File: config.mk
export PLATFORM = sky130hd
export DESIGN_NAME = s2m_csr
export DESIGN_NICKNAME = d
export VERILOG_FILES = /design/src/common/s2m_regs_pkg.sv /design/src/common/s2m_bus_pkg.sv /design/src/stream_to_memory/s2m_csr.sv
export SDC_FILE = /design/constraint.sdc
export NUM_CORES = 1
export LEC_CHECK = 0
export BUFFER_PORTS_ARGS = -buffer_cell sky130_fd_sc_hd__buf_4
export CAP_MARGIN = 0
export CORE_MARGIN = 4
export CORE_UTILIZATION = 43
export CTS_BUF_LIST = sky130_fd_sc_hd__clkbuf_4
export CTS_CLUSTER_SIZE = 12
export DETAILED_ROUTE_END_ITERATION = 10
export PLACE_DENSITY = 0.69
export SLEW_MARGIN = 10
export SYNTH_ARGS = -nofsm -noshare
export SYNTH_HDL_FRONTEND = slang
export SYNTH_SLANG_ARGS = --single-unit
File: constraint.sdc
create_clock -name clock -period 3.8 [get_ports clock]
set_input_delay 0.57 -clock clock [delete_from_list [all_inputs] [get_ports clock]]
set_output_delay 0.57 -clock clock [all_outputs]
set_load 0.02 [all_outputs]
File: src/common/s2m_regs_pkg.sv
package s2m_regs_pkg;

    // slave port register addresses
    localparam logic [1:0] reg_command   = 2'd0;  // burst length, go
    localparam logic [1:0] reg_status    = 2'd1;  // busy flag
    localparam logic [1:0] reg_dest_addr = 2'd2;  // destination byte address
    localparam logic [1:0] reg_length    = 2'd3;  // transfer length in words

    // command word layout
    localparam int go_bit = 15;

    // transfer length counter width
    localparam int length_width = 24;

    // programmed transfer, held by the register block
    typedef struct packed {
        logic [31:0]             dest_addr;
        logic [length_width-1:0] length;
        logic [7:0]              burst_len;
    } s2m_config_t;

endpackage

File: src/common/s2m_bus_pkg.sv
package s2m_bus_pkg;

    // default stream and memory data width
    localparam int data_width = 16;

    // slave port request from the processor
    typedef struct packed {
        logic [1:0]  address;
        logic [31:0] writedata;
        logic        read;
        logic        write;
    } csr_req_t;

    // burst write master towards memory
    typedef struct packed {
        logic [31:0]               address;     // burst start address
        logic [7:0]                burstcount;  // beats in current burst
        logic [data_width/8-1:0]   byteenable;
        logic [data_width-1:0]     writedata;
        logic                      write;
    } mem_write_t;

endpackage

File: src/stream_to_memory/s2m_csr.sv
module s2m_csr
    import s2m_bus_pkg::*, s2m_regs_pkg::*;
(
    input  logic         clock,
    input  logic         clock_sreset,

    input  csr_req_t     csr_req,
    output logic [31:0]  csr_readdata,
    output logic         csr_waitrequest,

    input  logic         busy,
    output s2m_config_t  cfg,
    output logic         go
);

    logic read_latency;  // second cycle of a read

    // reads stall for one cycle, writes never wait
    always_comb begin
        csr_waitrequest = csr_req.read & ~csr_req.write & ~read_latency;
    end

    always_ff @(posedge clock) begin
        if (clock_sreset) begin
            read_latency <= 1'b0;
            go           <= 1'b0;
            cfg          <= '0;
        end else begin
            read_latency <= read_latency ? 1'b0 : csr_req.read;
            go <= csr_req.write && (csr_req.address == reg_command)
                  && csr_req.writedata[go_bit];
            if (csr_req.write) begin
                case (csr_req.address)
                    reg_command: begin
                        cfg.burst_len <= csr_req.writedata[7:0];
                    end
                    reg_dest_addr: begin
                        cfg.dest_addr <= csr_req.writedata;
                    end
                    reg_length: begin
                        cfg.length <= csr_req.writedata[length_width-1:0];
                    end
                    default: begin
                        // status is read only
                    end
                endcase
            end
        end
    end

    // readback sampled in the stall cycle, held through the second
    always_ff @(posedge clock) begin
        if (csr_req.read && !read_latency) begin
            case (csr_req.address)
                reg_command: begin
                    csr_readdata <= 32'(cfg.burst_len);
                end
                reg_status: begin
                    csr_readdata <= 32'(busy);
                end
                reg_dest_addr: begin
                    csr_readdata <= cfg.dest_addr;
                end
                default: begin
                    csr_readdata <= 32'(cfg.length);
                end
            endcase
        end
    end

endmodule

==> impl_metrics.tcl <==
set metrics [dict create \
    status "complete, no violations" \
    netlist_instances 349 \
    r2r_end "csr_readdata[12]" \
    drv_cap 0 \
    post_cts_buffers 0 \
    setup_viol 0 \
    crit_arrival_ps 1130 \
    r2r_setup_slack_ps 2120 \
    cts_tree "yes" \
    relSlewSlack 0.498 \
    min_period_ps 1700 \
    fmax_mhz 588 \
    worstRegToRegCells 3 \
    pre_cts_slack_ps 1770 \
    synth_top_family_by_area "multiplexers" \
    async_flop_share 0 \
    finalWorstSetupSlack_ps 2100 \
    viasPerCell 4.79 \
    synth.top_cell.area_share 0.314 \
    hp-start "csr_req[31]" \
    num_io_pins 137 \
    tns_ps 0 \
    rsz0062_at_grt "false" \
    finish.net_count 512 \
    clock_latency_ps 420 \
    area_growth_pct 28.8 \
    grt_use_total 0.170 \
    holdPathStages 3 \
    cp.required_ps 3230 \
    synthXorXnorAreaFrac 0 \
    synthTopCellsByArea "dfxtp_1, edfxtp_1, mux2i_1" \
    yosysMostFrequentCell "nand2b_1" \
    first_pass_iters 4 \
    r2r-start "read_latency" \
    synth_fp_nets 388 \
    die_h_um 107 \
    hold_violations 0 \
    synth-edff-count 32 \
    dieArea_mm2 0.0114 \
    drc_errors 0 \
    port_buffers 136 \
    power.density_mw_per_mm2 378 \
    antenna_found_initial 0 \
    htree_levels 3 \
    diodes 0 \
    ys_ff_latch 98 \
    drv_slew 0 \
    synth_fa_ha_area_frac 0 \
    hold_class "in -> reg" \
    cts.path.max_buffers 2 \
    die_x_um 107 \
    p_leak_nw 2.41 \
    start_util 0.449 \
    cp_max_fo 3 \
    synthFlopType "dfxtp_1" \
    grt_pass1_wl_um 15400 \
    end_kind "output port" \
    synth-simple-area-share 0.196 \
    gp_congestion 0.776 \
    yosysWarnings 0 \
    synth_compound_area_frac 0.0146 \
    vias 2905 \
    ys_seq_area_frac 0.543 \
    rows 35 \
    drt_iter0_markers 94 \
    fin_crit_sh 0.448 \
    fin_skew_ps 13.9 \
    clk_pin_slew_ps 150 \
    core-area_mm2 0.00937 \
    whs_endpoint "cfg[61]" \
    cts_made_buffers 9 \
    cts_resized 0 \
    vdd_drop_max_mv 0.196 \
    first_global_vias 3055 \
    critical_path_class "reg -> out" \
    cts-hold-fix-buffers 0 \
    yosysTopAreaCell "dfxtp_1" \
    worst_pin_slew_ps 753 \
    grt_overflow 0 \
    synth.area.mux_share 0.212 \
    syn_area_per_cell_um2 12.1 \
    yosysUniqueCellTypes 19 \
    cts-root-buf "clkbuf_4" \
    wl_um 9740 \
    post-dp-hpwl_um 6750 \
    drive_gt1_frac 0.326 \
    grt_max_degree 98 \
    synth_common_cells "nand2b_1, mux2i_1, dfxtp_1" \
    start_kind "flop" \
    clock_sinks 98 \
    syn_area_mm2 0.00421 \
    ant_nets 0 \
    wl_per_cell_um 16.0 \
]
==> cell type report <==
| cell class | instances | area, µm² |
|---|---|---|
| tap | 129 | 161 |
| fill | 826 | 3950 |
| inverter | 1 | 3.75 |
| sequential | 98 | 2280 |
| clock inverter | 5 | 80.1 |
| timing repair buffer | 137 | 1030 |
| clock buffer | 11 | 82.6 |
| multi-input combinational | 226 | 1780 |
==> sequential cells by signal, summed over array words and instances (netlist names) <==
name / cells
cfg: 64
csr_readdata: 32
go: 1
read_latency: 1
==> where the power goes <==
group	total, mW	leakage [nW]	switching [mW]	internal [mW]
clock	0.613	0.0847	0.331	0.282
sequential	1.15	0.858	0.0269	1.13
combinational	0.281	1.47	0.149	0.132
total	2.05	2.41	0.508	1.54
==> how the worst max path moves through the flow <==
stage                     cells past startpoint         endpoint         start
after global routing                          3  csr_readdata[7]  read_latency
final                                         3  csr_waitrequest  read_latency
after global placement                        3          cfg[60]   csr_req[35]
after CTS                                     3  csr_waitrequest  read_latency
after floorplan                               2  csr_readdata[0]    csr_req[1]
after detailed placement                      3          cfg[62]   csr_req[35]
==> worst max-delay path: stages, from the launching register on <==
cell	delay (ps)
dfxtp_1	320
nand2b_1	160
nor2_1	100
buf_4	140
==> layer usage <==
layer | vias up | GRT usage | wire (µm)
li1 | 1432 | - | -
met1 | 1365 | 0.221 | 4410
met2 | 99 | 0.281 | 4540
met3 | 9 | 0.0385 | 668
met4 | 0 | 0.0548 | 123
met5 | - | 0 | 0
==> through the flow <==
step                      total power, mW  hold WS (ps)  cell area [µm²]  std cells   util
after floorplan                      1.34           489             4210        349      -
after global placement               1.46           477             5260        591  0.561
after detailed placement             1.46           482             5260        591  0.561
after CTS                            2.07           381             5420        607  0.578
after global routing                 2.12           380             5420        607  0.578
final                                2.05           406             5420        607  0.578
==> placed cells by master, fill, tap and decap left out, drive strengths merged <==
| master | count |
|---|---|
| and2 | 9 |
| and3 | 1 |
| and3b | 1 |
| buf | 137 |
| bufinv | 2 |
| clkbuf | 11 |
| clkinv | 2 |
| clkinvlp | 1 |
| dfxtp | 66 |
| edfxtp | 32 |
| inv | 1 |
| mux2i | 87 |
| mux4 | 1 |
| nand2b | 97 |
| nand3 | 1 |
| nand3b | 1 |
| nor2 | 3 |
| nor2b | 17 |
| o2bb2ai | 7 |
| or3b | 1 |
==> logic make-up (layout without fill, tap and decap cells) <==
logic type / count (synthesis) / count (layout)
and+or+nand+nor: 131 / 131
DFF: 98 / 98
AOI/OAI and AO/OA: 7 / 7
muxes: 88 / 88
buffers and inverters: 25 / 154
No activity file was read; power rests on OpenSTA's default activity.
