--- src/common/s2m_regs_pkg.sv ---
package s2m_regs_pkg;

    // slave port register addresses
    localparam logic [1:0] reg_command   = 2'd0;  // burst length, go
    localparam logic [1:0] reg_status    = 2'd1;  // busy flag
    localparam logic [1:0] reg_dest_addr = 2'd2;  // destination byte address
    localparam logic [1:0] reg_length    = 2'd3;  // transfer length in words

    // command word layout
    localparam int go_bit = 15;

    // transfer length counter width
    localparam int length_width = 24;

    // programmed transfer, held by the register block
    typedef struct packed {
        logic [31:0]             dest_addr;
        logic [length_width-1:0] length;
        logic [7:0]              burst_len;
    } s2m_config_t;

endpackage

--- src/common/s2m_bus_pkg.sv ---
package s2m_bus_pkg;

    // default stream and memory data width
    localparam int data_width = 16;

    // slave port request from the processor
    typedef struct packed {
        logic [1:0]  address;
        logic [31:0] writedata;
        logic        read;
        logic        write;
    } csr_req_t;

    // burst write master towards memory
    typedef struct packed {
        logic [31:0]               address;     // burst start address
        logic [7:0]                burstcount;  // beats in current burst
        logic [data_width/8-1:0]   byteenable;
        logic [data_width-1:0]     writedata;
        logic                      write;
    } mem_write_t;

endpackage

--- src/stream_to_memory/s2m_burst_engine.sv ---
module s2m_burst_engine
    import s2m_bus_pkg::*, s2m_regs_pkg::*;
#(
    parameter int WIDTH      = data_width,
    parameter int WIDTHB     = 8,
    parameter int FIFO_DEPTH = 512
) (
    input  logic                                clock,
    input  logic                                clock_sreset,

    input  s2m_config_t                         cfg,
    input  logic                                go,
    output logic                                busy,

    input  logic [$clog2(FIFO_DEPTH+1)-1:0]     usedw,
    input  logic [WIDTH-1:0]                    head,
    output logic                                pop,

    output mem_write_t                          mem_req,
    input  logic                                mem_waitrequest
);

    localparam int bytes_per_word = WIDTH / 8;

    typedef enum logic [1:0] {
        st_idle,
        st_wait_data,
        st_burst
    } state_t;

    state_t                  state;
    logic [31:0]             burst_addr;
    logic [length_width-1:0] words_left;  // not yet handed to a burst
    logic [WIDTHB-1:0]       beats_left;
    logic [WIDTHB-1:0]       burst_size;
    logic [WIDTHB-1:0]       next_size;
    logic                    write_r;
    logic                    beat_done;

    // shorten the final burst to what remains
    always_comb begin
        if (words_left < length_width'(cfg.burst_len)) begin
            next_size = WIDTHB'(words_left);
        end else begin
            next_size = WIDTHB'(cfg.burst_len);
        end
    end

    always_comb begin
        beat_done = write_r & ~mem_waitrequest;
        pop       = beat_done;  // head leaves with its beat
    end

    // fields stay put under waitrequest, head only moves on pop
    always_comb begin
        mem_req.address    = burst_addr;
        mem_req.burstcount = burst_size;
        mem_req.byteenable = '1;
        mem_req.writedata  = head;
        mem_req.write      = write_r;
    end

    always_ff @(posedge clock) begin
        if (clock_sreset) begin
            state   <= st_idle;
            busy    <= 1'b0;
            write_r <= 1'b0;
        end else begin
            case (state)
                st_idle: begin
                    write_r <= 1'b0;
                    if (go) begin
                        burst_addr <= cfg.dest_addr;
                        words_left <= cfg.length;
                        busy       <= 1'b1;
                        state      <= st_wait_data;
                    end
                end
                st_wait_data: begin
                    if (words_left == '0) begin  // zero length transfer
                        busy  <= 1'b0;
                        state <= st_idle;
                    end else if (usedw >= next_size) begin
                        write_r    <= 1'b1;
                        burst_size <= next_size;
                        beats_left <= next_size;
                        words_left <= words_left - length_width'(next_size);
                        state      <= st_burst;
                    end
                end
                st_burst: begin
                    if (beat_done) begin
                        beats_left <= beats_left - 1'b1;
                        if (beats_left == WIDTHB'(1)) begin
                            write_r    <= 1'b0;
                            burst_addr <= burst_addr
                                          + 32'(burst_size) * 32'(bytes_per_word);
                            if (words_left == '0) begin
                                busy  <= 1'b0;
                                state <= st_idle;
                            end else begin
                                state <= st_wait_data;
                            end
                        end
                    end
                end
                default: begin
                    state <= st_idle;
                end
            endcase
        end
    end

endmodule

--- config.mk ---
export PLATFORM = sky130hd
export DESIGN_NAME = s2m_burst_engine
export DESIGN_NICKNAME = d
export VERILOG_FILES = /design/src/common/s2m_regs_pkg.sv /design/src/common/s2m_bus_pkg.sv /design/src/stream_to_memory/s2m_burst_engine.sv
export SDC_FILE = /design/constraint.sdc
export NUM_CORES = 1
export LEC_CHECK = 0
export CAP_MARGIN = 20
export CORE_ASPECT_RATIO = 1.5
export CORE_UTILIZATION = 30
export CTS_CLUSTER_DIAMETER = 150
export DETAILED_ROUTE_END_ITERATION = 8
export DONT_BUFFER_PORTS = 1
export SETUP_SLACK_MARGIN = 0.02
export SLEW_MARGIN = 15
export SYNTH_ARGS = -nofsm -noshare
export SYNTH_HDL_FRONTEND = slang
export SYNTH_SLANG_ARGS = --single-unit
--- constraint.sdc ---
create_clock -name clock -period 9.9 [get_ports clock]
set_input_delay 0.99 -clock clock [delete_from_list [all_inputs] [get_ports clock]]
set_output_delay 0.99 -clock clock [all_outputs]
set_load 0.01 [all_outputs]
==> flow_metrics.py <==
metrics = {
    "floorplan": {
        "core_um2": 18000,
        "die_h_um": 169,
        "pin_count": 155,
        "fp.dieArea_um2": 19100,
        "rows": 60,
        "start_util_pct": 30.9,
        "fp.dieW_um": 113,
    },
    "finish": {
        "drive_gt1_share_pct": 9.49,
        "layoutNonFillerInstCount": 788,
        "area_delta_synth_final_pct": 7.58,
        "stdcell_area_um2": 5980,
        "fin_util_pct": 33.2,
        "final_nets": 692,
    },
    "route": {
        "avgViaCountPerCell": 5.24,
        "drt_iter0_markers": 98,
        "via_count": 4131,
        "dr_wl_met2_mm": 7.03,
        "wl_met3_um": 902,
        "drt_first_pass_iters": 4,
        "top_layer": "met4",
        "route.detailed.drc": 0,
        "ant_nets": 0,
        "wl_met1_mm": 5.58,
        "post_drt_wl_per_cell_um": 17.5,
        "routed_wl_mm": 13.8,
    },
    "placement": {
        "dp_cells": 770,
        "portBuffers": 0,
        "hpwl_mm": 10.2,
        "preCtsSetupSlack_ns": 4.44,
        "gp_congestion": 0.816,
        "post_dp_cell_area_um2": 5660,
    },
    "synthesis": {
        "synth_cell_types": 67,
        "ys_seq_area_share_pct": 40.3,
        "netlist_area_um2": 5560,
        "synth_seq_cells": 76,
        "syn_avg_cell_area_um2": 9.48,
        "syn_inst": 587,
        "async_flop_share_pct": 0,
        "synth_edf_count": 72,
        "ys_warn_count": 0,
        "synth_flop_cell": "edfxtp_1",
    },
    "setup_path": {
        "cp_top_family": "simple AND/OR/NAND/NOR gates",
        "worstPathMaxFanout": 25,
        "startpoint_type": "flop",
        "worst_ep_arrival_time_ns": 5.42,
        "crit_required_ns": 9.99,
        "critPathBufInv": 0,
        "cp_common_cell": "a21oi_1",
        "critPathLaunch": "words_left[16]",
        "cp-end-kind": "flop",
        "rr_startpoint": "words_left[16]",
        "critPathKind": "flop to flop",
        "cpPeakStageDelay_ns": 0.57,
        "critical_path.slowest_cell": "or4_4",
        "cp_cell_sequence": "or4_4, or4_4, nor4_4, and2_2, nor2_1, a21oi_1, ha_1, a21oi_1, o21bai_1, nor2_1, a21oi_1, a31o_4, a31oi_1, or3_1",
    },
    "timing": {
        "slew_viol_final": 0,
        "hold_ws_ns": 0.560,
        "fin_skew_ns": 0.00756,
        "finalSetupTns_ns": 0,
        "fin_crit_sh_pct": 53.8,
        "hold_viol_final": 0,
        "timing.final.ws_setup_ns": 4.58,
        "min_period_ns": 5.32,
        "setup_viol": 0,
        "fmax_mhz": 188,
        "rsz0062_at_grt": "false",
        "timing.slew.headroom_pct": 32.7,
        "worstMarginPinSlew_ns": 1.00,
    },
    "worst_hold_path": {
        "min_path_type": "flop to flop",
        "holdCritStartpoint": "busy",
    },
    "cts": {
        "htree_levels": 3,
        "cts_tree": "built",
        "clock_latency_ns": 0.35,
        "cts.path.max_buffers": 2,
        "clock-root-buffer": "clkbuf_16",
        "cts_sinks": 76,
        "postCtsHoldBufs": 0,
        "clk_pin_slew_ns": 0.06,
        "postCtsSetupRepairBufs": 0,
        "ctsResizeCount": 0,
        "numCtsBuffers": 9,
    },
    "power_and_ir_drop": {
        "leakagePower_nw": 2.10,
        "power.total_mw": 1.50,
        "ir_drop_mv": 0.0817,
        "powerDensity_nw_per_um2": 251,
    },
    "global_routing": {
        "grt_start_max_net_pins": 66,
        "grt_overflow": 0,
        "grt.total_usage_pct": 14.6,
        "grt_pass1_wl_mm": 21.5,
        "grt_pass1_vias": 4138,
        "antenna_found_initial": 2,
    },
    "status": {
        "status": "finished clean",
    },
    "run": {
        "drv_cap": 0,
    },
}
-- placed cells by master (no fill, tap or decap), types with 3 or more instances in the layout --
master / synthesis / final
inv_1: 32 / 32
nand3_1: 19 / 19
ha_1: 32 / 31
nor4_1: 6 / 6
nor3b_1: 6 / 5
nor2b_1: 12 / 12
a211oi_1: 3 / 3
a21o_1: 4 / 4
o311ai_0: 3 / 3
o21a_1: 3 / 3
mux2i_1: 7 / 7
or2_2: 5 / 5
and3_1: 7 / 7
nand4_1: 6 / 6
edfxtp_1: 72 / 72
nor2_1: 78 / 78
clkbuf_16: 0 / 9
nor4b_1: 3 / 3
xnor2_1: 34 / 34
a31oi_1: 10 / 10
dfxtp_1: 4 / 4
o21ai_0: 20 / 20
or3_1: 9 / 9
nor3_1: 20 / 18
mux2_2: 12 / 12
nand2b_1: 9 / 9
buf_4: 20 / 4
a21oi_1: 53 / 53
nand2_1: 24 / 24
xor2_1: 10 / 10
-- area by class of cell --
cell class / count / area (um^2)
repair buffers: 4 / 30.0
well taps: 217 / 272
clock buffers: 10 / 229
diodes: 2 / 5.00
inverters: 33 / 124
flip-flops and latches: 76 / 2240
fillers: 1816 / 12000
multi-input cells: 440 / 2990
clock inverters: 6 / 88.8
-- report_power, final --
part           total (mW)  switching (mW)  internal [mW]  leakage, nW
Combinational       0.543           0.326          0.217         1.25
Clock               0.363           0.142          0.221        0.150
Sequential          0.597           0.110          0.487        0.700
Total                1.50           0.578          0.925         2.10
-- Yosys cell counts (2+ instances only) --
master / n / area [um^2]
a2111oi_0: 2 / 17.5
o21ai_0: 20 / 100
nor3b_1: 6 / 45.0
a211o_1: 2 / 17.5
or3_1: 9 / 56.3
a21oi_1: 53 / 265
inv_1: 32 / 120
fa_1: 2 / 40.0
edfxtp_1: 72 / 2160
nor2_1: 78 / 293
nor4_1: 6 / 37.5
nand2b_1: 9 / 56.3
or4_1: 2 / 15.0
o21a_1: 3 / 22.5
or2_2: 5 / 31.3
nor3_1: 20 / 100
mux2_2: 12 / 135
and3_1: 7 / 43.8
mux2i_1: 7 / 70.1
nand2_1: 24 / 90.1
nor2b_1: 12 / 75.1
xnor2_1: 34 / 298
or3_2: 2 / 15.0
o31ai_1: 2 / 15.0
a311o_1: 2 / 20.0
buf_1: 2 / 7.51
dfxtp_1: 4 / 80.1
a21o_1: 4 / 30.0
clkbuf_1: 15 / 56.3
buf_2: 2 / 10.0
xor2_1: 10 / 87.6
o211ai_1: 2 / 15.0
buf_4: 20 / 150
a211oi_1: 3 / 22.5
nor4bb_1: 2 / 20.0
ha_1: 32 / 400
o311ai_0: 3 / 26.3
a31oi_1: 10 / 62.6
nand3_1: 19 / 95.1
or4_4: 2 / 22.5
nor4b_1: 3 / 26.3
nand4_1: 6 / 37.5
-- worst reg2reg max path, delay by kind of cell (launching register included) --
family          cells  cell delay [ns]
compound gates      6             1.78
fa+ha+maj           1             0.31
flops               1             0.47
simple gates        7             2.50
-- kinds of logic (layout without fill, tap and decap cells) --
kind of cell / count (synthesis) / in the layout / synth area share [%]
xor gates and xnor gates: 44 / 44 / 6.93
and+or+nand+nor: 219 / 219 / 20.3
adders and majority gates: 34 / 34 / 7.92
other: 1 / 4 / 0.0674
AOI/OAI and AO/OA: 121 / 121 / 14.3
buffers and inverters: 72 / 53 / 6.25
muxes: 20 / 20 / 3.96
DFF: 76 / 76 / 40.3
-- final timing paths --
check,end,slack (ns),cells after the start
worst max-delay path,words_left[17],4.58,14
worst min-delay path,busy,0.56,2
worst max register to register,words_left[17],4.58,14
worst min register to register,busy,0.56,2
-- state kept, by name (all words and copies together), names as in the netlist --
| register | flops |
|---|---|
| beats_left | 8 |
| burst_addr | 32 |
| burst_size | 8 |
| busy | 1 |
| state | 2 |
| words_left | 24 |
| write_r | 1 |
-- per-layer routing --
metal  vias to the layer above  GRT usage (%)
met5                         -              0
met4                         0           6.41
met3                        17           4.15
met2                       125           26.3
met1                      1917           15.9
li1                       2072              -
Note: power is estimated with default switching activity, not from simulation.
